[config.mk]
export PLATFORM = sky130hd
export DESIGN_NAME = hack_regs
export DESIGN_NICKNAME = d
export VERILOG_FILES = /design/src/hdl/hack_consts.svh /design/src/hdl/hack_pkg.sv /design/src/hdl/hack_regs.sv
export SDC_FILE = /design/constraint.sdc
export NUM_CORES = 1
export LEC_CHECK = 0
export ABC_AREA = 1
export ABC_CLOCK_PERIOD_IN_PS = 2120
export BUFFER_PORTS_ARGS = -buffer_cell sky130_fd_sc_hd__buf_2
export CAP_MARGIN = 20
export CORE_MARGIN = 2
export CORE_UTILIZATION = 49
export DETAILED_ROUTE_END_ITERATION = 10
export GPL_TIMING_DRIVEN = 0
export PLACE_DENSITY = 0.86
export SYNTH_ARGS = -nofsm -noshare
export SYNTH_HDL_FRONTEND = slang
export SYNTH_SLANG_ARGS = --single-unit
export TNS_END_PERCENT = 10
[constraint.sdc]
create_clock -name clk_100mhz -period 2.12 [get_ports clk_100mhz]
set_input_delay 0.212 -clock clk_100mhz [delete_from_list [all_inputs] [get_ports clk_100mhz]]
set_output_delay 0.212 -clock clk_100mhz [all_outputs]
set_load 0.05 [all_outputs]
[src/hdl/hack_consts.svh]
`ifndef HACK_CONSTS_SVH
`define HACK_CONSTS_SVH

// System clocks per executed instruction
`define HACK_CPU_DIV 4

// Instruction ROM depth, indexed by low PC bits
`define HACK_ROM_WORDS  256
`define HACK_ROM_ADDR_W 8

// Data RAM depth, indexed by low address bits
`define HACK_RAM_WORDS  1024
`define HACK_RAM_ADDR_W 10

// Memory-mapped I/O registers
`define HACK_ADDR_LED  16'h6000
`define HACK_ADDR_UART 16'h6001

`endif

[src/hdl/hack_pkg.sv]
package hack_pkg;

    // ALU control bits, in instruction order c1..c6
    typedef struct packed {
        logic zx;
        logic nx;
        logic zy;
        logic ny;
        logic f;
        logic no;
    } alu_ctrl_t;

    // Destination strobes d1..d3
    typedef struct packed {
        logic load_a;
        logic load_d;
        logic load_m;
    } dest_t;

    // A-instruction view: flag bit clear, 15-bit constant
    typedef struct packed {
        logic        is_c;
        logic [14:0] value;
    } a_instr_t;

    // C-instruction view: 111 a cccccc ddd jjj
    typedef struct packed {
        logic [2:0] prefix;
        logic       a;
        alu_ctrl_t  alu;
        dest_t      dest;
        logic       jlt;
        logic       jeq;
        logic       jgt;
    } c_instr_t;

    // One instruction word, decoded by its top bit
    typedef union packed {
        a_instr_t a_ins;
        c_instr_t c_ins;
    } hack_instr_u;

    // Data memory request from the CPU
    typedef struct packed {
        logic [15:0] addr;
        logic [15:0] wdata;
        logic        we;
    } mem_bus_t;

endpackage

[src/hdl/hack_regs.sv]
`timescale 1ns/1ps

module hack_regs (
    input  logic                  clk_100mhz,
    input  logic                  rst_n,
    input  logic                  exec,
    input  hack_pkg::hack_instr_u instr,
    input  hack_pkg::dest_t       dest,
    input  logic [2:0]            jump_mask,
    input  logic                  sel_a_const,
    input  logic                  sel_m_operand,
    input  logic [15:0]           alu_result,
    input  logic                  zr,
    input  logic                  ng,
    input  logic [15:0]           in_m,
    output logic [15:0]           alu_x,
    output logic [15:0]           alu_y,
    output logic [14:0]           pc,
    output hack_pkg::mem_bus_t    bus
);
    logic [15:0] a_reg;
    logic [15:0] d_reg;
    logic        jump;

    // Operands: D on x, A or M on y
    assign alu_x = d_reg;
    assign alu_y = sel_m_operand ? in_m : a_reg;

    // Jump mask order is lt, eq, gt
    assign jump = (jump_mask[2] & ng) | (jump_mask[1] & zr) | (jump_mask[0] & ~zr & ~ng);

    always_ff @(posedge clk_100mhz or negedge rst_n) begin
        if (!rst_n) begin
            a_reg <= '0;
            d_reg <= '0;
            pc    <= '0;
        end else if (exec) begin
            if (dest.load_a) begin
                a_reg <= sel_a_const ? {1'b0, instr.a_ins.value} : alu_result;
            end
            if (dest.load_d) begin
                d_reg <= alu_result;
            end
            // Jump target is the A value before this instruction
            pc <= jump ? a_reg[14:0] : pc + 15'd1;
        end
    end

    // M address is the current A, write only on the executing clock
    assign bus.addr  = a_reg;
    assign bus.wdata = alu_result;
    assign bus.we    = exec & dest.load_m;

endmodule

==> metrics.cfg <==
[outcome]
run_status = complete, no violations

[final_layout]
final.fill_count = 477
multi_input_gate_area_mm2 = 0.00122
register_area_mm2 = 0.00118
nets = 566
antennaDiodeCount = 0
fin_area_mm2 = 0.00367
area_growth_syn_to_layout_pct = 32.7
drive_above_1_share = 0.396

[die]
start_util = 0.506
fp.dieH_um = 79.2
coreArea_mm2 = 0.00547
die_area_mm2 = 0.00627
top_level_ports = 141
floorplan.die.width_um = 79.2
rows = 27

[sta]
setup_viols_final = 0
timing.final.max_slew_violations = 0
min_period_over_period = 0.683
worst_clock_skew_ps = 7.49
worst_pin_slew_ps = 486
max_clock_freq_ghz = 0.691
hold_violations = 0
layout_min_cycle_time_ps = 1450
rsz0062_at_grt = false
tns_ps = 0
timing.max_slew.rel_slack = 0.676

[route]
drt_first_pass_iters = 5
routed_wire_length_per_instance_um = 13.9
detail-route-antenna-nets = 0
iter_0_drt_violations = 196
viasPerCell = 5.20
routed-via-count = 3002
post-route-drc-count = 0
wirelength_um = 8000

[clock_tree]
cts.reportedPaths.clkPinSlew_ps = 90
cts-htree-levels = 2
clock_sinks = 47
clockBufferDepth = 2
insertion_delay_ps = 300
clock-root-buffer = sky130_fd_sc_hd__clkbuf_8
clock_tree_from_tritoncts = yes
cts_resized = 0
cts_inserted_buffers = 5

[grt]
number_of_global_route_vias_before_repair = 2930
track_usage = 0.261
grt_util_met2 = 0.481
use_met3 = 0.0591
pin_count_of_the_biggest_net_entering_global_routing = 48
top_usage_layer = met2
grt.met1_usage = 0.293
grt_antenna_before_repair = 0
grt_pass1_wl_um = 13000
global_route.overflow_total = 0

[critical_path]
timing.critical_path.to_type = primary output
critical_path.reg2reg.endpoint = pc[14]$_DFFE_PN0P_
reg2reg_depth = 8
rr_startpoint = pc[0]$_DFFE_PN0P_
start_kind = flip-flop
worst-endpoint-arrival_ps = 1240
setup.reg_to_reg.worst_slack_ps = 680
required_time_of_the_critical_path_ps = 1910
critPathMaxFanout = 3
timing.setup.critical_path_class = reg2out

[synth]
syn-cell-area_mm2 = 0.00277
syn-instance-count = 358
synth-seq-cells = 47
synth.yosys.warnings = 0
synth_area_per_cell_um2 = 7.73
netlist-cell-type-count = 29
synth_fp_nets = 420
sequential_share_of_the_synthesized_area = 0.425

[power_and_ir_drop]
cellPowerDensity_mw_per_mm2 = 863
p_leak_nw = 1.99
peakVddDrop_mv = 0.582

[placement]
place_congestion = 0.911
buffer_ports.inserted = 137
place_hpwl_um = 6400
placed_area_mm2 = 0.00354

[worst_hold_path]
hold_path_end = a_reg[12]$_DFFE_PN0P_
timing.hold.worst.start = instr[12]
hold_path_class = in2reg
hold_depth = 3

[job]
maxCapViolations = 0

synthesized netlist by cell type:
cell                       instances  area share
sky130_fd_sc_hd__clkbuf_2          1      0.0018
sky130_fd_sc_hd__buf_6             2      0.0081
sky130_fd_sc_hd__xor2_1            1      0.0032
sky130_fd_sc_hd__nand3_1          23       0.042
sky130_fd_sc_hd__clkinv_1          1      0.0014
sky130_fd_sc_hd__xnor2_1           1      0.0032
sky130_fd_sc_hd__o22ai_1           8       0.018
sky130_fd_sc_hd__mux2_2            8       0.033
sky130_fd_sc_hd__nand2_2           4      0.0090
sky130_fd_sc_hd__inv_1            41       0.056
sky130_fd_sc_hd__a21oi_1          14       0.025
sky130_fd_sc_hd__o21ai_0          53       0.096
sky130_fd_sc_hd__o211ai_1          2      0.0054
sky130_fd_sc_hd__nand3b_1          2      0.0054
sky130_fd_sc_hd__nor2_2            3      0.0068
sky130_fd_sc_hd__nand4_1           6       0.014
sky130_fd_sc_hd__buf_4            18       0.049
sky130_fd_sc_hd__o21bai_2          2      0.0081
sky130_fd_sc_hd__nor2_1           13       0.018
sky130_fd_sc_hd__ha_1              1      0.0045
sky130_fd_sc_hd__inv_2             3      0.0041
sky130_fd_sc_hd__dfrtp_1          47        0.42
sky130_fd_sc_hd__o21ai_2           1      0.0032
sky130_fd_sc_hd__nand2_1          84        0.11
sky130_fd_sc_hd__nor2_4            5       0.020
sky130_fd_sc_hd__clkbuf_1          5      0.0068
sky130_fd_sc_hd__o21ai_1           2      0.0036
sky130_fd_sc_hd__buf_2             5      0.0090
sky130_fd_sc_hd__nand2_4           2      0.0081
worst max-delay path: stages, from the launching register on:
cell and delay (ps):
sky130_fd_sc_hd__dfrtp_1 350, sky130_fd_sc_hd__inv_1 70, sky130_fd_sc_hd__o21ai_0 210, sky130_fd_sc_hd__buf_2 310
worst max path at each step:
stage / start / endpoint
2_1_floorplan: a_reg[4]$_DFFE_PN0P_ / alu_y[4]
3_3_place_gp: sel_m_operand / alu_y[13]
3_5_place_dp: pc[0]$_DFFE_PN0P_ / pc[14]$_DFFE_PN0P_
4_1_cts: a_reg[3]$_DFFE_PN0P_ / alu_y[3]
5_1_grt: pc[0]$_DFFE_PN0P_ / pc[14]$_DFFE_PN0P_
6_report: a_reg[11]$_DFFE_PN0P_ / alu_y[11]
layer usage:
metal  wire, µm  vias to the layer above
li1           -                     1440
met1       3040                     1406
met2       4210                      138
met3        611                       18
met4        141                        0
met5          0                        -
logic make-up after synthesis:
family | Yosys count | share of synthesized area
mux | 8 | 0.0326
fa+ha+maj | 1 | 0.00452
compound gates | 82 | 0.160
buf+inv | 76 | 0.136
xor+xnor | 2 | 0.00633
flops | 47 | 0.425
simple gates | 142 | 0.236
metrics by stage:
step / hold slack, ps / std cells / power [W] / setup slack [ps] / utilization
CTS: 128 / 575 / 0.00317 / 679 / 0.666
detailed placement: 449 / 567 / 0.00259 / 708 / 0.647
floorplan: -83.6 / 358 / 0.00221 / 65.9 / -
finish: 150 / 577 / 0.00317 / 673 / 0.671
global placement: 447 / 567 / 0.00256 / 749 / 0.647
global route: 159 / 577 / 0.00332 / 574 / 0.671
final cells by class:
type	count	area share
multi-input combinational	235	0.331
clock inverter	2	0.00443
inverter	45	0.0460
buffer	31	0.0562
sequential	47	0.320
tap	72	0.0245
timing repair buffer	139	0.195
clock buffer	6	0.0225
where the power goes:
group	total (W)	switching [W]	leakage, nW	internal, W
Combinational	0.00143	0.00107	1.37	0.000356
Clock	0.000586	0.000319	0.0474	0.000267
Sequential	0.00116	0.000126	0.570	0.00103
Total	0.00317	0.00151	1.99	0.00165
cells in the final DEF (no fill, tap or decap), drive strengths merged:
master,Yosys,routed
buf,25,163
nand2,90,90
o21ai,56,56
dfrtp,47,47
inv,44,44
nand3,23,23
nor2,21,21
a21oi,14,14
clkbuf,6,12
o22ai,8,8
mux2,8,8
nand4,6,6
o21bai,2,2
nand3b,2,2
o211ai,2,2
clkinv,1,2
xor2,1,1
xnor2,1,1
ha,1,1
clkinvlp,0,1
dlygate4sd3,0,1
what timing repair did:
| item | in CTS | in global routing |
|---|---|---|
| buffers inserted | 0 | 0 |
| hold buffers | 0 | 1 |
| hold endpoints to repair | 0 | 4 |
Power figures use the tool's default switching activity.
