**src/hdl/hack_consts.svh**
```systemverilog
`ifndef HACK_CONSTS_SVH
`define HACK_CONSTS_SVH

// System clocks per executed instruction
`define HACK_CPU_DIV 4

// Instruction ROM depth, indexed by low PC bits
`define HACK_ROM_WORDS  256
`define HACK_ROM_ADDR_W 8

// Data RAM depth, indexed by low address bits
`define HACK_RAM_WORDS  1024
`define HACK_RAM_ADDR_W 10

// Memory-mapped I/O registers
`define HACK_ADDR_LED  16'h6000
`define HACK_ADDR_UART 16'h6001

`endif

```
**src/hdl/hack_pkg.sv**
```systemverilog
package hack_pkg;

    // ALU control bits, in instruction order c1..c6
    typedef struct packed {
        logic zx;
        logic nx;
        logic zy;
        logic ny;
        logic f;
        logic no;
    } alu_ctrl_t;

    // Destination strobes d1..d3
    typedef struct packed {
        logic load_a;
        logic load_d;
        logic load_m;
    } dest_t;

    // A-instruction view: flag bit clear, 15-bit constant
    typedef struct packed {
        logic        is_c;
        logic [14:0] value;
    } a_instr_t;

    // C-instruction view: 111 a cccccc ddd jjj
    typedef struct packed {
        logic [2:0] prefix;
        logic       a;
        alu_ctrl_t  alu;
        dest_t      dest;
        logic       jlt;
        logic       jeq;
        logic       jgt;
    } c_instr_t;

    // One instruction word, decoded by its top bit
    typedef union packed {
        a_instr_t a_ins;
        c_instr_t c_ins;
    } hack_instr_u;

    // Data memory request from the CPU
    typedef struct packed {
        logic [15:0] addr;
        logic [15:0] wdata;
        logic        we;
    } mem_bus_t;

endpackage

```
**src/hdl/hack_cpu_control.sv**
```systemverilog
`timescale 1ns/1ps
`include "hack_consts.svh"

module hack_cpu_control (
    input  logic                        clk_100mhz,
    input  logic                        rst_n,
    input  logic                        prog_valid,
    output logic                        prog_ready,
    input  hack_pkg::hack_instr_u       instr,
    input  logic                        busy,
    output logic                        rom_we,
    output logic [`HACK_ROM_ADDR_W-1:0] rom_waddr,
    output logic                        exec,
    output hack_pkg::alu_ctrl_t         alu_ctrl,
    output hack_pkg::dest_t             dest,
    output logic [2:0]                  jump_mask,
    output logic                        sel_a_const,
    output logic                        sel_m_operand
);
    localparam int DIV_W = (`HACK_CPU_DIV > 1) ? $clog2(`HACK_CPU_DIV) : 1;
    localparam logic [DIV_W-1:0] DIV_LAST = DIV_W'(`HACK_CPU_DIV - 1);
    localparam logic [`HACK_ROM_ADDR_W-1:0] LOAD_LAST = `HACK_ROM_ADDR_W'(`HACK_ROM_WORDS - 1);

    logic                        loading;
    logic [`HACK_ROM_ADDR_W-1:0] load_cnt;
    logic [DIV_W-1:0]            div_cnt;
    logic                        is_c;
    logic                        stall;

    // Load phase: one ROM word per accepted beat
    assign prog_ready = loading;
    assign rom_we     = loading & prog_valid;
    assign rom_waddr  = load_cnt;

    always_ff @(posedge clk_100mhz or negedge rst_n) begin
        if (!rst_n) begin
            loading  <= 1'b1;
            load_cnt <= '0;
        end else if (rom_we) begin
            load_cnt <= load_cnt + 1'b1;
            // Last word written, switch to run
            if (load_cnt == LOAD_LAST) begin
                loading <= 1'b0;
            end
        end
    end

    // Execute enable divider, parks on its last count during a stall
    always_ff @(posedge clk_100mhz or negedge rst_n) begin
        if (!rst_n) begin
            div_cnt <= '0;
        end else if (!loading) begin
            if (div_cnt != DIV_LAST) begin
                div_cnt <= div_cnt + 1'b1;
            end else if (!stall) begin
                div_cnt <= '0;
            end
        end
    end

    assign is_c = instr.a_ins.is_c;

    // Store to M while the UART holding register is still full
    assign stall = is_c & instr.c_ins.dest.load_m & busy;

    assign exec = !loading && (div_cnt == DIV_LAST) && !stall;

    // Instruction decode
    always_comb begin
        alu_ctrl      = instr.c_ins.alu;
        sel_a_const   = !is_c;
        sel_m_operand = is_c & instr.c_ins.a;
        if (is_c) begin
            dest      = instr.c_ins.dest;
            jump_mask = {instr.c_ins.jlt, instr.c_ins.jeq, instr.c_ins.jgt};
        end else begin
            // A-instruction only loads the constant into A
            dest      = '{load_a: 1'b1, load_d: 1'b0, load_m: 1'b0};
            jump_mask = 3'b000;
        end
    end

    // No instruction runs before the load counter has wrapped past the last ROM word
    a_no_exec_in_load: assert property (@(posedge clk_100mhz) disable iff (!rst_n)
        exec |-> load_cnt == '0);

    // ROM stays frozen once the CPU has started
    a_no_rom_we_in_run: assert property (@(posedge clk_100mhz) disable iff (!rst_n)
        !prog_ready |=> !rom_we && !prog_ready);

endmodule

```
**config.mk**
```make
export PLATFORM = sky130hd
export DESIGN_NAME = hack_cpu_control
export DESIGN_NICKNAME = d
export VERILOG_FILES = /design/src/hdl/hack_pkg.sv /design/src/hdl/hack_cpu_control.sv
export VERILOG_INCLUDE_DIRS = /design/src /design/src/hdl
export SDC_FILE = /design/constraint.sdc
export NUM_CORES = 1
export LEC_CHECK = 0
export ABC_CLOCK_PERIOD_IN_PS = 2150
export BUFFER_PORTS_ARGS = -buffer_cell sky130_fd_sc_hd__buf_2
export CAP_MARGIN = 30
export CORE_MARGIN = 4
export CORE_UTILIZATION = 42
export CTS_CLUSTER_DIAMETER = 80
export CTS_CLUSTER_SIZE = 40
export DETAILED_ROUTE_END_ITERATION = 7
export GPL_ROUTABILITY_DRIVEN = 0
export PLACE_DENSITY_LB_ADDON = 0.05
export SYNTH_ARGS = -nofsm -noshare
export SYNTH_HDL_FRONTEND = slang
export SYNTH_SLANG_ARGS = --single-unit
export TNS_END_PERCENT = 5
```
**constraint.sdc**
```tcl
create_clock -name clk_100mhz -period 2.15 [get_ports clk_100mhz]
set_input_delay 0.3225 -clock clk_100mhz [delete_from_list [all_inputs] [get_ports clk_100mhz]]
set_output_delay 0.3225 -clock clk_100mhz [all_outputs]
set_load 0.02 [all_outputs]
```
==> flow_summary.rst <==
.. list-table::
   :header-rows: 1

   * - Metric
     - Value
   * - H-Tree Depth
     - 1
   * - TritonCTS clock tree
     - yes
   * - Number of nets still failing antenna checks after routing
     - 0
   * - IO Pins
     - 45
   * - Top area cells in the synthesized netlist
     - sky130_fd_sc_hd__dfrtp_1, sky130_fd_sc_hd__buf_4, sky130_fd_sc_hd__and2_1, sky130_fd_sc_hd__xnor2_1, sky130_fd_sc_hd__dfstp_2
   * - Worst Skew
     - 2.628 ps
   * - Combined global-route utilization of all metal layers
     - 13.39%
   * - Largest net degree at the start of global routing
     - 12
   * - Util after Layout
     - 57.37%
   * - Area overhead of the layout relative to synthesis
     - 23.80%
   * - Final-report hold violation count
     - 0
   * - Mean cell area of the mapped netlist
     - ~11 um^2
   * - DP Worst Slack
     - 722.4 ps
   * - Layout Nets
     - 106
   * - Fraction of layout instances using a drive strength above 1
     - 46.99%
   * - Iteration-0 DRC count of the detailed router
     - 0
   * - Total of flip-flops plus latches after synthesis
     - 11
   * - Initial antenna violation count
     - 0
   * - Floorplan die width
     - 46.60 um
   * - Std-Cell Rows
     - 13
   * - Worst-skew pair later-pin latency
     - 260 ps
   * - Vias post-DR
     - roughly 470
   * - Sum of internal, switching and leakage power
     - 0.5106 mW
   * - Most area-hungry cell type in the Yosys netlist
     - sky130_fd_sc_hd__dfrtp_1
   * - Final slew viol count
     - 0
   * - Critical Path Fanout Max
     - 8
   * - Global route overflow
     - 0
   * - Worst Setup Slack, final
     - 442.5 ps
   * - Crit path launch type
     - register
   * - WS Path Type
     - reg -> out
   * - Power density relative to cell area
     - 659.2 nW/um^2
   * - Highest attainable clock frequency
     - 585.6 MHz
   * - Starting utilization of the core area
     - 46.34%
   * - Kind of capture point of the worst setup path
     - output pin
   * - Lkg Pwr
     - 0.4574 nW
   * - XOR/XNOR share of the synthesized area
     - 11.00%
   * - Detailed-route DRC error count
     - 0
   * - Crit path arrival time
     - 1390 ps
   * - Post-Syn Area
     - 625.6 um^2
   * - Warnings, synthesis
     - 0
   * - Library cell used as clock root buffer
     - sky130_fd_sc_hd__clkbuf_4
   * - TritonCTS buffer count
     - 3
   * - Worst VDD drop
     - 0.3015 mV
   * - Synthesized-area fraction occupied by and/or/nand/nor cells
     - 23.60%
   * - Sequential fraction of the synthesis area
     - 44.20%
   * - Kind of path behind the tightest hold check
     - in -> reg
   * - Synth top area share
     - 40.00%
   * - Count of antenna diodes in the layout
     - 0
   * - Slew at the pin closest to its max-slew limit
     - 263.9 ps
   * - Synthesized Nets
     - 77
   * - Height of the die
     - 46.60 um
   * - IO Port Bufs
     - 30
   * - Yosys cell types
     - 25
   * - Setup TNS
     - 0 ps
   * - Die footprint
     - 2171 um^2
   * - Hold Path Depth
     - 3
   * - Area of the core
     - ~1400 um^2
   * - Number of setup buffers added after CTS
     - 0
   * - Critical path required time
     - 1830 ps
   * - Total routed wirelength
     - about 1200 um
   * - Cells after Synth
     - 55
   * - Relative max-transition margin
     - 82.41%
   * - Number of cells upsized or downsized after cts
     - 0
   * - Number of cell instances on the worst register-to-register path
     - 2
   * - Vias in the first global route
     - slightly below 500
   * - Final critical-path required period
     - approximately 1700 ps
   * - Status
     - completed
   * - Vias per Instance
     - 4.786
   * - Number of buffers added to fix hold violations after cts
     - 1
   * - Final count of negative-setup-slack endpoints
     - 0
   * - HPWL after DPL
     - ~960 um
   * - CTS clk-pin slew, worst paths
     - approximately 60 ps
   * - Unrepaired setup endpoints after global routing
     - no
   * - Worst slack on hold paths
     - 423.8 ps
   * - Detail-routed net length per standard cell
     - 12.11 um
   * - Maximum Capacitance Violations
     - 0
   * - Combinational family with the most area after synthesis
     - simple AND/OR/NAND/NOR gates
   * - Wire length of the first global-routing pass
     - 2104 um
   * - Number of iterations in the first detailed-routing pass
     - 1
   * - Post-synthesis compound-gate area fraction
     - 3.400%
   * - # clock sinks
     - 11
   * - Mux share of post-synthesis cell area
     - 4.200%
   * - Adder-cell share of the synthesized area
     - 4.000%
   * - Share of the cycle needed by the critical path after routing
     - 79.42%
   * - Longest Clk Path Bufs
     - 2
cell usage after synthesis:
library cell / number
sky130_fd_sc_hd__o21a_1: 1
sky130_fd_sc_hd__buf_4: 6
sky130_fd_sc_hd__xnor2_1: 4
sky130_fd_sc_hd__and2_1: 7
sky130_fd_sc_hd__mux2_4: 1
sky130_fd_sc_hd__ha_1: 2
sky130_fd_sc_hd__a21oi_1: 1
sky130_fd_sc_hd__nor2_1: 2
sky130_fd_sc_hd__nand2_1: 2
sky130_fd_sc_hd__mux2_2: 1
sky130_fd_sc_hd__xor2_1: 2
sky130_fd_sc_hd__dfstp_2: 1
sky130_fd_sc_hd__nand4_1: 3
sky130_fd_sc_hd__nand4_4: 1
sky130_fd_sc_hd__and4_1: 1
sky130_fd_sc_hd__dfrtp_1: 10
sky130_fd_sc_hd__buf_6: 1
sky130_fd_sc_hd__or2b_1: 1
sky130_fd_sc_hd__inv_1: 1
sky130_fd_sc_hd__xnor2_2: 1
sky130_fd_sc_hd__and2b_1: 1
sky130_fd_sc_hd__nor3b_1: 1
sky130_fd_sc_hd__a21oi_2: 1
sky130_fd_sc_hd__and3_1: 2
sky130_fd_sc_hd__nand3_1: 1
area by class of cell:
| class | count | area, um^2 |
|---|---|---|
| Clock buffer | 4 | 26.28 |
| Fill cell | 133 | 575.6 |
| Inverter | 1 | 3.754 |
| Multi-Input combinational cell | 36 | 289.0 |
| Sequential cell | 11 | 276.5 |
| Tap cell | 15 | 18.77 |
| Timing Repair Buffer | 31 | 160.2 |
registers in the layout, summed over array words and instances (netlist names):
register and count:
div_cnt 2, prog_ready 1, rom_waddr 8
per-layer routing:
| layer | global-route usage, % | up-vias | routed length [um] |
|---|---|---|---|
| met2 | 20.60 | 20 | 512 |
| met5 | 0 | - | 0 |
| met4 | 5.682 | 0 | 19 |
| met3 | 4.688 | 6 | 124 |
| met1 | 16.75 | 204 | 531 |
| li1 | - | 239 | - |
path summary, 6_finish.rpt:
| kind | slack [ps] | to | startpoint |
|---|---|---|---|
| max | 440 | rom_we | prog_ready$_DFFE_PN1P_ |
| min | 420 | prog_ready$_DFFE_PN1P_ | prog_valid |
| max reg2reg | 770 | rom_waddr[1]$_DFFE_PN0P_ | prog_ready$_DFFE_PN1P_ |
| min reg2reg | 480 | div_cnt[0]$_DFFE_PN0P_ | div_cnt[0]$_DFFE_PN0P_ |
| max in group asynchronous | 1430 | prog_ready$_DFFE_PN1P_ | rst_n |
| min in group asynchronous | 460 | rom_waddr[5]$_DFFE_PN0P_ | rst_n |
worst max-delay path, stage by stage, from the launching register on:
cell	delay (ps)
sky130_fd_sc_hd__dfstp_2	610
sky130_fd_sc_hd__and2_1	300
sky130_fd_sc_hd__buf_2	220
where the power goes:
group	internal (mW)	switching [mW]
clock network	0.0716	0.0634
registers	0.228	0.0131
logic	0.0708	0.0639
total	0.370	0.140
kinds of logic after synthesis:
| group | after synthesis |
|---|---|
| flops | 11 |
| fa+ha+maj | 2 |
| xor+xnor | 7 |
| compound gates | 3 |
| buf+inv | 8 |
| simple gates | 22 |
| mux | 2 |
cells in the final DEF (no fill, tap or decap), drive strengths merged, types with 2 or more instances in the layout:
cell | synthesis | layout
buf | 7 | 30
dfrtp | 10 | 10
and2 | 7 | 7
xnor2 | 5 | 5
nand4 | 4 | 4
clkbuf | 0 | 4
and3 | 2 | 2
nand2 | 2 | 2
xor2 | 2 | 2
nor2 | 2 | 2
ha | 2 | 2
a21oi | 2 | 2
mux2 | 2 | 2
per-stage QoR:
step / cell area, um^2 / cells
after floorplan: 625.6 / 55
after global placement: 738.2 / 93
after detailed placement: 738.2 / 93
after CTS: 774.5 / 98
after global routing: 774.5 / 98
final: 774.5 / 98
No activity file was read; power rests on OpenSTA's default activity.
