--- config.mk ---
export PLATFORM = sky130hd
export DESIGN_NAME = hack_alu
export DESIGN_NICKNAME = d
export VERILOG_FILES = /design/src/hdl/hack_consts.svh /design/src/hdl/hack_pkg.sv /design/src/hdl/hack_alu.sv
export SDC_FILE = /design/constraint.sdc
export NUM_CORES = 1
export LEC_CHECK = 0
export BUFFER_PORTS_ARGS = -buffer_cell sky130_fd_sc_hd__buf_2
export CAP_MARGIN = 20
export CORE_ASPECT_RATIO = 0.9
export CORE_MARGIN = 5
export CORE_UTILIZATION = 50
export DETAILED_ROUTE_END_ITERATION = 6
export PLACE_DENSITY = 0.81
export SLEW_MARGIN = 10
export SYNTH_ARGS = -nofsm -noshare
export SYNTH_HDL_FRONTEND = slang
export SYNTH_SLANG_ARGS = --single-unit
--- constraint.sdc ---
create_clock -name vclk -period 3.8
set_input_delay 0.38 -clock vclk [all_inputs]
set_output_delay 0.38 -clock vclk [all_outputs]
set_load 0.02 [all_outputs]
--- src/hdl/hack_consts.svh ---
`ifndef HACK_CONSTS_SVH
`define HACK_CONSTS_SVH

// System clocks per executed instruction
`define HACK_CPU_DIV 4

// Instruction ROM depth, indexed by low PC bits
`define HACK_ROM_WORDS  256
`define HACK_ROM_ADDR_W 8

// Data RAM depth, indexed by low address bits
`define HACK_RAM_WORDS  1024
`define HACK_RAM_ADDR_W 10

// Memory-mapped I/O registers
`define HACK_ADDR_LED  16'h6000
`define HACK_ADDR_UART 16'h6001

`endif

--- src/hdl/hack_pkg.sv ---
package hack_pkg;

    // ALU control bits, in instruction order c1..c6
    typedef struct packed {
        logic zx;
        logic nx;
        logic zy;
        logic ny;
        logic f;
        logic no;
    } alu_ctrl_t;

    // Destination strobes d1..d3
    typedef struct packed {
        logic load_a;
        logic load_d;
        logic load_m;
    } dest_t;

    // A-instruction view: flag bit clear, 15-bit constant
    typedef struct packed {
        logic        is_c;
        logic [14:0] value;
    } a_instr_t;

    // C-instruction view: 111 a cccccc ddd jjj
    typedef struct packed {
        logic [2:0] prefix;
        logic       a;
        alu_ctrl_t  alu;
        dest_t      dest;
        logic       jlt;
        logic       jeq;
        logic       jgt;
    } c_instr_t;

    // One instruction word, decoded by its top bit
    typedef union packed {
        a_instr_t a_ins;
        c_instr_t c_ins;
    } hack_instr_u;

    // Data memory request from the CPU
    typedef struct packed {
        logic [15:0] addr;
        logic [15:0] wdata;
        logic        we;
    } mem_bus_t;

endpackage

--- src/hdl/hack_alu.sv ---
`timescale 1ns/1ps

module hack_alu (
    input  logic [15:0]         x,
    input  logic [15:0]         y,
    input  hack_pkg::alu_ctrl_t ctrl,
    output logic [15:0]         result,
    output logic                zr,
    output logic                ng
);
    logic [15:0] x_z;
    logic [15:0] x_n;
    logic [15:0] y_z;
    logic [15:0] y_n;
    logic [15:0] f_out;

    // Zero then negate each operand
    assign x_z = ctrl.zx ? 16'h0000 : x;
    assign x_n = ctrl.nx ? ~x_z : x_z;
    assign y_z = ctrl.zy ? 16'h0000 : y;
    assign y_n = ctrl.ny ? ~y_z : y_z;

    // Add or bitwise AND
    assign f_out = ctrl.f ? (x_n + y_n) : (x_n & y_n);

    // Optional output negate
    assign result = ctrl.no ? ~f_out : f_out;

    // Status flags for jump evaluation
    assign zr = (result == 16'h0000);
    assign ng = result[15];

endmodule

==> results of run 1 <==
==> cell families (layout without fill, tap and decap cells) <==
logic type | count (synthesis) | after routing | synth area share
adder cells (fa/ha/maj) | 17 | 17 | 0.120
multiplexers | 10 | 10 | 0.0574
XOR/XNOR | 52 | 52 | 0.249
buffers and inverters | 23 | 84 | 0.0567
AND/OR/NAND/NOR | 89 | 89 | 0.284
AO/OA/AOI/OAI | 55 | 55 | 0.233
==> layer usage <==
metal / vias to the layer above / share of wire / track usage
met2: 85 / 0.45 / 0.314
met3: 4 / 0.077 / 0.0179
met5: - / 0 / 0
met4: 0 / 0.0065 / 0.0204
met1: 839 / 0.46 / 0.269
li1: 993 / - / -
==> power by group <==
part,total [µW],switching (µW),internal (µW)
Combinational,694,383,311
Clock,0,0,0
Sequential,0,0,0
Total,694,383,311
==> stage by stage <==
stage          utilization  area (µm²)  hold WS [ns]
6_report             0.674        2330          1.31
5_1_grt              0.674        2330          1.34
4_1_cts              0.652        2250          1.31
3_5_place_dp         0.649        2240          1.31
3_3_place_gp         0.649        2240          1.31
2_1_floorplan            -        1850          1.07
==> cell usage after synthesis, types with 2 or more instances <==
library cell	count
a31oi_1	5
buf_2	2
xnor2_1	52
nand2b_1	36
o211ai_1	6
a211o_1	2
a211oi_1	4
mux2i_1	8
nor3b_1	2
nor2_1	9
nand4_1	3
nor4_1	2
inv_1	8
a21o_1	6
o21a_1	2
buf_1	3
a21oi_1	9
buf_4	2
nor3_1	2
or4_1	2
nand2_1	10
nand3b_1	2
nand3_1	6
and3_1	3
o21ai_0	7
o2bb2ai_1	3
nor2b_1	3
and2_1	5
clkbuf_1	6
ha_1	16
a211oi_2	2
==> critical path, cell delays in order <==
cell      delay [ns]
buf_2           0.11
buf_4           0.16
nand2b_1        0.17
xnor2_1         0.17
ha_2            0.34
a21o_1          0.22
a22oi_2         0.23
a31oi_1         0.15
or3_1           0.32
a31oi_1         0.20
xnor2_1         0.10
or4_4           0.50
nor4_4          0.13
buf_4           0.17
==> what timing repair did <==
action | CTS | global route
setup buffers | 0 | 1
resized for setup | 3 | 14
setup endpoints to repair | 1 | 1
pin swaps | 3 | 10
==> cell usage in the layout (no fill, tap or decap), types with 3 or more instances in the layout <==
cell	instances
buf_2	54
xnor2_1	50
nand2b_1	35
buf_4	20
ha_1	12
nand2_1	10
a21oi_1	9
inv_1	8
nor2_1	8
mux2i_1	8
o21ai_0	7
nand3_1	6
o211ai_1	6
and2_1	5
a21o_1	5
a31oi_1	5
a211oi_2	3
o2bb2ai_1	3
nand4_1	3
a211oi_1	3
nor2b_1	3
ha_2	3
==> worst max-delay path by stage <==
stage	slack (ns)	startpoint	to
global route	-0.13	ctrl[3]	zr
detailed placement	-0.04	ctrl[3]	zr
floorplan	0.05	ctrl[2]	zr
CTS	0.0004	ctrl[5]	zr
finish	0.05	ctrl[5]	zr
global placement	0.04	ctrl[5]	zr
==> final cells by class <==
type / instances / share of cell area
multi-input cells: 223 / 0.778
repair buffers: 75 / 0.184
well taps: 44 / 0.0236
inverters: 9 / 0.0145
==> run_summary.xml, run 1 <==
<?xml version="1.0" encoding="UTF-8"?>
<metrics>
  <group name="layout">
    <metric name="multiInputGateArea" unit="mm²">0.00181</metric>
    <metric name="clock_buffers" unit="">0</metric>
    <metric name="drive_above_1_share" unit="">0.329</metric>
    <metric name="post_layout_nonfiller_instances" unit="">351</metric>
    <metric name="numSequentialCells" unit="">0</metric>
    <metric name="design.final.nets" unit="">364</metric>
    <metric name="n_fill_cell" unit="">313</metric>
    <metric name="sequential_cell_area" unit="µm²">0</metric>
    <metric name="antennaDiodeCount" unit="">0</metric>
    <metric name="area_growth_syn_to_layout" unit="%">27.1</metric>
  </group>
  <group name="logic_synthesis">
    <metric name="syn-instance-count" unit="">246</metric>
    <metric name="synth_warnings" unit="">0</metric>
    <metric name="synthDistinctLibCells" unit="">49</metric>
    <metric name="synthesized_area_per_cell" unit="µm²">7.45</metric>
    <metric name="synth_fp_nets" unit="">301</metric>
    <metric name="post_synth_main_area_contributors" unit="">xnor2_1, nand2b_1, ha_1</metric>
    <metric name="synth_top_cell_by_area" unit="">xnor2_1</metric>
    <metric name="ys_seq_area_frac" unit="">0</metric>
    <metric name="synth_area" unit="mm²">0.00183</metric>
    <metric name="synthDominantCellAreaShare" unit="">0.249</metric>
  </group>
  <group name="power_and_ir_drop">
    <metric name="power.leakage" unit="µW">0.000990</metric>
    <metric name="vdd_drop_max" unit="V">0.000132</metric>
    <metric name="design_power_total" unit="µW">694</metric>
    <metric name="p_per_area" unit="mW/mm²">298</metric>
  </group>
  <group name="drt">
    <metric name="dr_total_vias" unit="">1921</metric>
    <metric name="remaining_drc_errors" unit="">0</metric>
    <metric name="post_drt_wl_per_cell" unit="µm">13.7</metric>
    <metric name="dr.pass1.iters" unit="">4</metric>
    <metric name="drt-total-wl" unit="µm">4810</metric>
    <metric name="vias_per_cell" unit="">5.47</metric>
    <metric name="detail_route.iter0.violations" unit="">95</metric>
    <metric name="route.antenna.remaining_nets" unit="">0</metric>
  </group>
  <group name="setup_path">
    <metric name="critPathCaptureType" unit="">output port</metric>
    <metric name="critical_path.max_fanout" unit="">13</metric>
    <metric name="worst_ep_arrival_time" unit="ns">3.37</metric>
    <metric name="crit_type" unit="">in2out</metric>
    <metric name="critPathRequiredTime" unit="ns">3.42</metric>
    <metric name="critPathLaunchType" unit="">input pin</metric>
  </group>
  <group name="global_route">
    <metric name="grt_max_degree" unit="">24</metric>
    <metric name="global_route_wire_length_before_repair" unit="µm">7820</metric>
    <metric name="overall_global_routing_resource_usage" unit="">0.188</metric>
    <metric name="globalRoute.totalOverflow" unit="">0</metric>
    <metric name="first_global_vias" unit="">1790</metric>
    <metric name="antenna_found_initial" unit="">0</metric>
  </group>
  <group name="status">
    <metric name="outcome" unit="">complete, no violations</metric>
  </group>
  <group name="placed_design">
    <metric name="port_buffers" unit="">56</metric>
    <metric name="post_place_setup_slack" unit="ns">-0.0421</metric>
    <metric name="post-dp-hpwl" unit="µm">3980</metric>
    <metric name="dpl.cell_count" unit="">350</metric>
    <metric name="gp_congestion" unit="">0.898</metric>
  </group>
  <group name="clock_tree">
    <metric name="postCtsHoldBufs" unit="">0</metric>
  </group>
  <group name="timing">
    <metric name="worst_slew_pin_slew" unit="ns">0.436</metric>
    <metric name="worst_slew_margin_rel" unit="">0.709</metric>
    <metric name="timing.final.max_slew_violations" unit="">0</metric>
    <metric name="timing.setup.tns" unit="ns">0</metric>
    <metric name="fmax" unit="GHz">0.267</metric>
    <metric name="finalSetupViolations" unit="">0</metric>
    <metric name="final_critical_path_setup_slack" unit="ns">0.0498</metric>
    <metric name="final_period_minus_worst_setup_slack" unit="ns">3.75</metric>
    <metric name="grt_setup_unrepaired" unit="">yes</metric>
    <metric name="post-route-period-util" unit="">0.987</metric>
    <metric name="report.final.hold_viol_count" unit="">0</metric>
  </group>
  <group name="floorplanning">
    <metric name="die_h" unit="µm">67.4</metric>
    <metric name="die_width" unit="µm">73.8</metric>
    <metric name="initial_core_util" unit="">0.530</metric>
    <metric name="ioPinCount" unit="">56</metric>
    <metric name="die_area" unit="mm²">0.00498</metric>
    <metric name="placement_rows" unit="">20</metric>
    <metric name="placeableCoreArea" unit="mm²">0.00345</metric>
  </group>
  <group name="hold_path">
    <metric name="worst_hold_path_type" unit="">in2out</metric>
    <metric name="timing.hold.worst_path_depth" unit="">3</metric>
    <metric name="min-delay-start" unit="">ctrl[0]</metric>
    <metric name="hold_end" unit="">result[6]</metric>
  </group>
  <group name="run">
    <metric name="maxCapViolCount" unit="">0</metric>
  </group>
</metrics>
No activity file was read; power rests on OpenSTA's default activity.
==> inputs of run 2 (changes only) <==
Settings changed: CORE_UTILIZATION 50 to 30, PLACE_DENSITY 0.81 to default.
==> run 2 against run 1 <==
Against the previous run: sequential share of layout area unchanged; critical path depth unchanged; first-iteration DRC count is 28% higher; cell area increased by 6.7%; final cell count grew 12%; global-route usage down 6.7 points; non-clock buffer count grew 14; critical endpoint unchanged.
==> run_summary.xml, run 2 (same netlist as run 1, synthesis figures left out) <==
<?xml version="1.0" encoding="UTF-8"?>
<metrics>
  <group name="setup_path">
    <metric name="critPathCaptureType" unit="">output port</metric>
    <metric name="crit_type" unit="">in2out</metric>
    <metric name="critPathRequiredTime" unit="ns">3.42</metric>
    <metric name="critical_path.most_common_cell" unit="">buf_4</metric>
    <metric name="timing.critical_path.slowest_cell_delay" unit="ns">0.51</metric>
    <metric name="critical_path.top_delay_family" unit="">simple AND/OR/NAND/NOR gates</metric>
    <metric name="critPathLaunchType" unit="">input pin</metric>
    <metric name="worst_ep_arrival_time" unit="ns">3.34</metric>
    <metric name="critical_path.cell_chain" unit="">buf_4, buf_4, nand2b_1, xnor2_1, ha_1, a21o_1, a22oi_2, a31oi_1, or3_1, a31oi_2, xnor2_1, or4_4, nor4_4, buf_4</metric>
    <metric name="critical_path.max_fanout" unit="">7</metric>
    <metric name="critical_path.n_buffers_inverters" unit="">3</metric>
    <metric name="crit_cells" unit="">14</metric>
    <metric name="cp_slowest_cell" unit="">or4_4</metric>
  </group>
  <group name="floorplanning">
    <metric name="die_area" unit="mm²">0.00777</metric>
    <metric name="die_width" unit="µm">92.4</metric>
    <metric name="initial_core_util" unit="">0.305</metric>
    <metric name="die_h" unit="µm">84.1</metric>
    <metric name="placement_rows" unit="">27</metric>
    <metric name="ioPinCount" unit="">56</metric>
    <metric name="placeableCoreArea" unit="mm²">0.00601</metric>
  </group>
  <group name="drt">
    <metric name="detail_route.iter0.violations" unit="">122</metric>
    <metric name="dr_total_vias" unit="">1916</metric>
    <metric name="post_drt_wl_per_cell" unit="µm">12.6</metric>
    <metric name="route.antenna.remaining_nets" unit="">0</metric>
    <metric name="drt-total-wl" unit="µm">4950</metric>
    <metric name="dr.pass1.iters" unit="">4</metric>
    <metric name="remaining_drc_errors" unit="">0</metric>
    <metric name="vias_per_cell" unit="">4.88</metric>
  </group>
  <group name="timing">
    <metric name="grt_setup_unrepaired" unit="">yes</metric>
    <metric name="fmax" unit="GHz">0.269</metric>
    <metric name="worst_slew_pin_slew" unit="ns">0.482</metric>
    <metric name="timing.setup.tns" unit="ns">0</metric>
    <metric name="timing.final.max_slew_violations" unit="">0</metric>
    <metric name="final_period_minus_worst_setup_slack" unit="ns">3.72</metric>
    <metric name="finalSetupViolations" unit="">0</metric>
    <metric name="report.final.hold_viol_count" unit="">0</metric>
    <metric name="post-route-period-util" unit="">0.978</metric>
    <metric name="worst_slew_margin_rel" unit="">0.679</metric>
  </group>
  <group name="layout">
    <metric name="antennaDiodeCount" unit="">0</metric>
    <metric name="drive_above_1_share" unit="">0.361</metric>
    <metric name="multiInputGateArea" unit="mm²">0.00183</metric>
    <metric name="sequential_cell_area" unit="µm²">0</metric>
    <metric name="n_fill_cell" unit="">656</metric>
    <metric name="area_growth_syn_to_layout" unit="%">35.6</metric>
    <metric name="design.final.nets" unit="">378</metric>
    <metric name="numSequentialCells" unit="">0</metric>
    <metric name="layout.cells.most_common" unit="">buf_2</metric>
    <metric name="clock_buffers" unit="">0</metric>
    <metric name="layout_common_cells" unit="">buf_2, xnor2_1, buf_4, nand2b_1, ha_1</metric>
  </group>
  <group name="power_and_ir_drop">
    <metric name="vdd_drop_max" unit="V">0.0000873</metric>
    <metric name="power.leakage" unit="µW">0.00108</metric>
    <metric name="design_power_total" unit="µW">724</metric>
    <metric name="p_per_area" unit="mW/mm²">291</metric>
  </group>
  <group name="clock_tree">
    <metric name="postCtsHoldBufs" unit="">0</metric>
  </group>
  <group name="global_route">
    <metric name="antenna_found_initial" unit="">0</metric>
    <metric name="first_global_vias" unit="">1822</metric>
    <metric name="overall_global_routing_resource_usage" unit="">0.121</metric>
    <metric name="grt_max_degree" unit="">24</metric>
    <metric name="globalRoute.totalOverflow" unit="">0</metric>
    <metric name="global_route_wire_length_before_repair" unit="µm">8290</metric>
  </group>
  <group name="run">
    <metric name="maxCapViolCount" unit="">0</metric>
  </group>
  <group name="placed_design">
    <metric name="post-dp-hpwl" unit="µm">4340</metric>
    <metric name="port_buffers" unit="">56</metric>
    <metric name="gp_congestion" unit="">0.891</metric>
  </group>
  <group name="hold_path">
    <metric name="timing.hold.worst_path_depth" unit="">3</metric>
    <metric name="worst_hold_path_type" unit="">in2out</metric>
  </group>
  <group name="status">
    <metric name="outcome" unit="">complete, no violations</metric>
  </group>
</metrics>
==> run 2: where the power goes <==
group,leakage (µW),switching (µW),internal [µW]
sequential,0,0,0
clock,0,0,0
combinational,0.00108,391,333
total,0.00108,391,333
==> run 2: final cells by class <==
class                      count  share of cell area
inverter                       9              0.0136
multi-input combinational    223               0.736
tap                           72              0.0363
timing repair buffer          89               0.215
==> run 2: through the flow <==
step	std cells	area (µm²)	utilization	setup WS (ns)	hold slack [ns]
after detailed placement	391	2370	0.395	-0.0374	1.32
after CTS	391	2380	0.396	0.0207	1.32
final	393	2480	0.413	0.0831	1.32
after global routing	393	2480	0.413	-0.0871	1.35
after global placement	391	2370	0.395	0.0178	1.32
after floorplan	246	1850	-	0.0456	1.07
==> run 2: final timing paths <==
kind / start / end / slack (ns)
setup / recovery: ctrl[3] / zr / 0.08
hold / removal: ctrl[0] / result[12] / 1.32
==> run 2: timing repair <==
item | 4_1_cts | 5_1_grt
setup endpoints to repair | 1 | 2
pin swaps | 0 | 6
endpoints found under the hold margin | 0 | 0
resized for setup | 2 | 16
setup buffers | 0 | 2
==> run 2: per-layer routing <==
metal / track usage / routed length, µm / vias to the layer above
met5: 0 / 0 / -
li1: - / - / 1022
met4: 0 / 0 / 0
met1: 0.200 / 2790 / 841
met3: 0.00986 / 301 / 0
met2: 0.177 / 1860 / 53
==> run 2: worst min-delay path, cell delays in order <==
cell     delay [ns]
buf_2          0.24
xnor2_1        0.18
buf_2          0.15
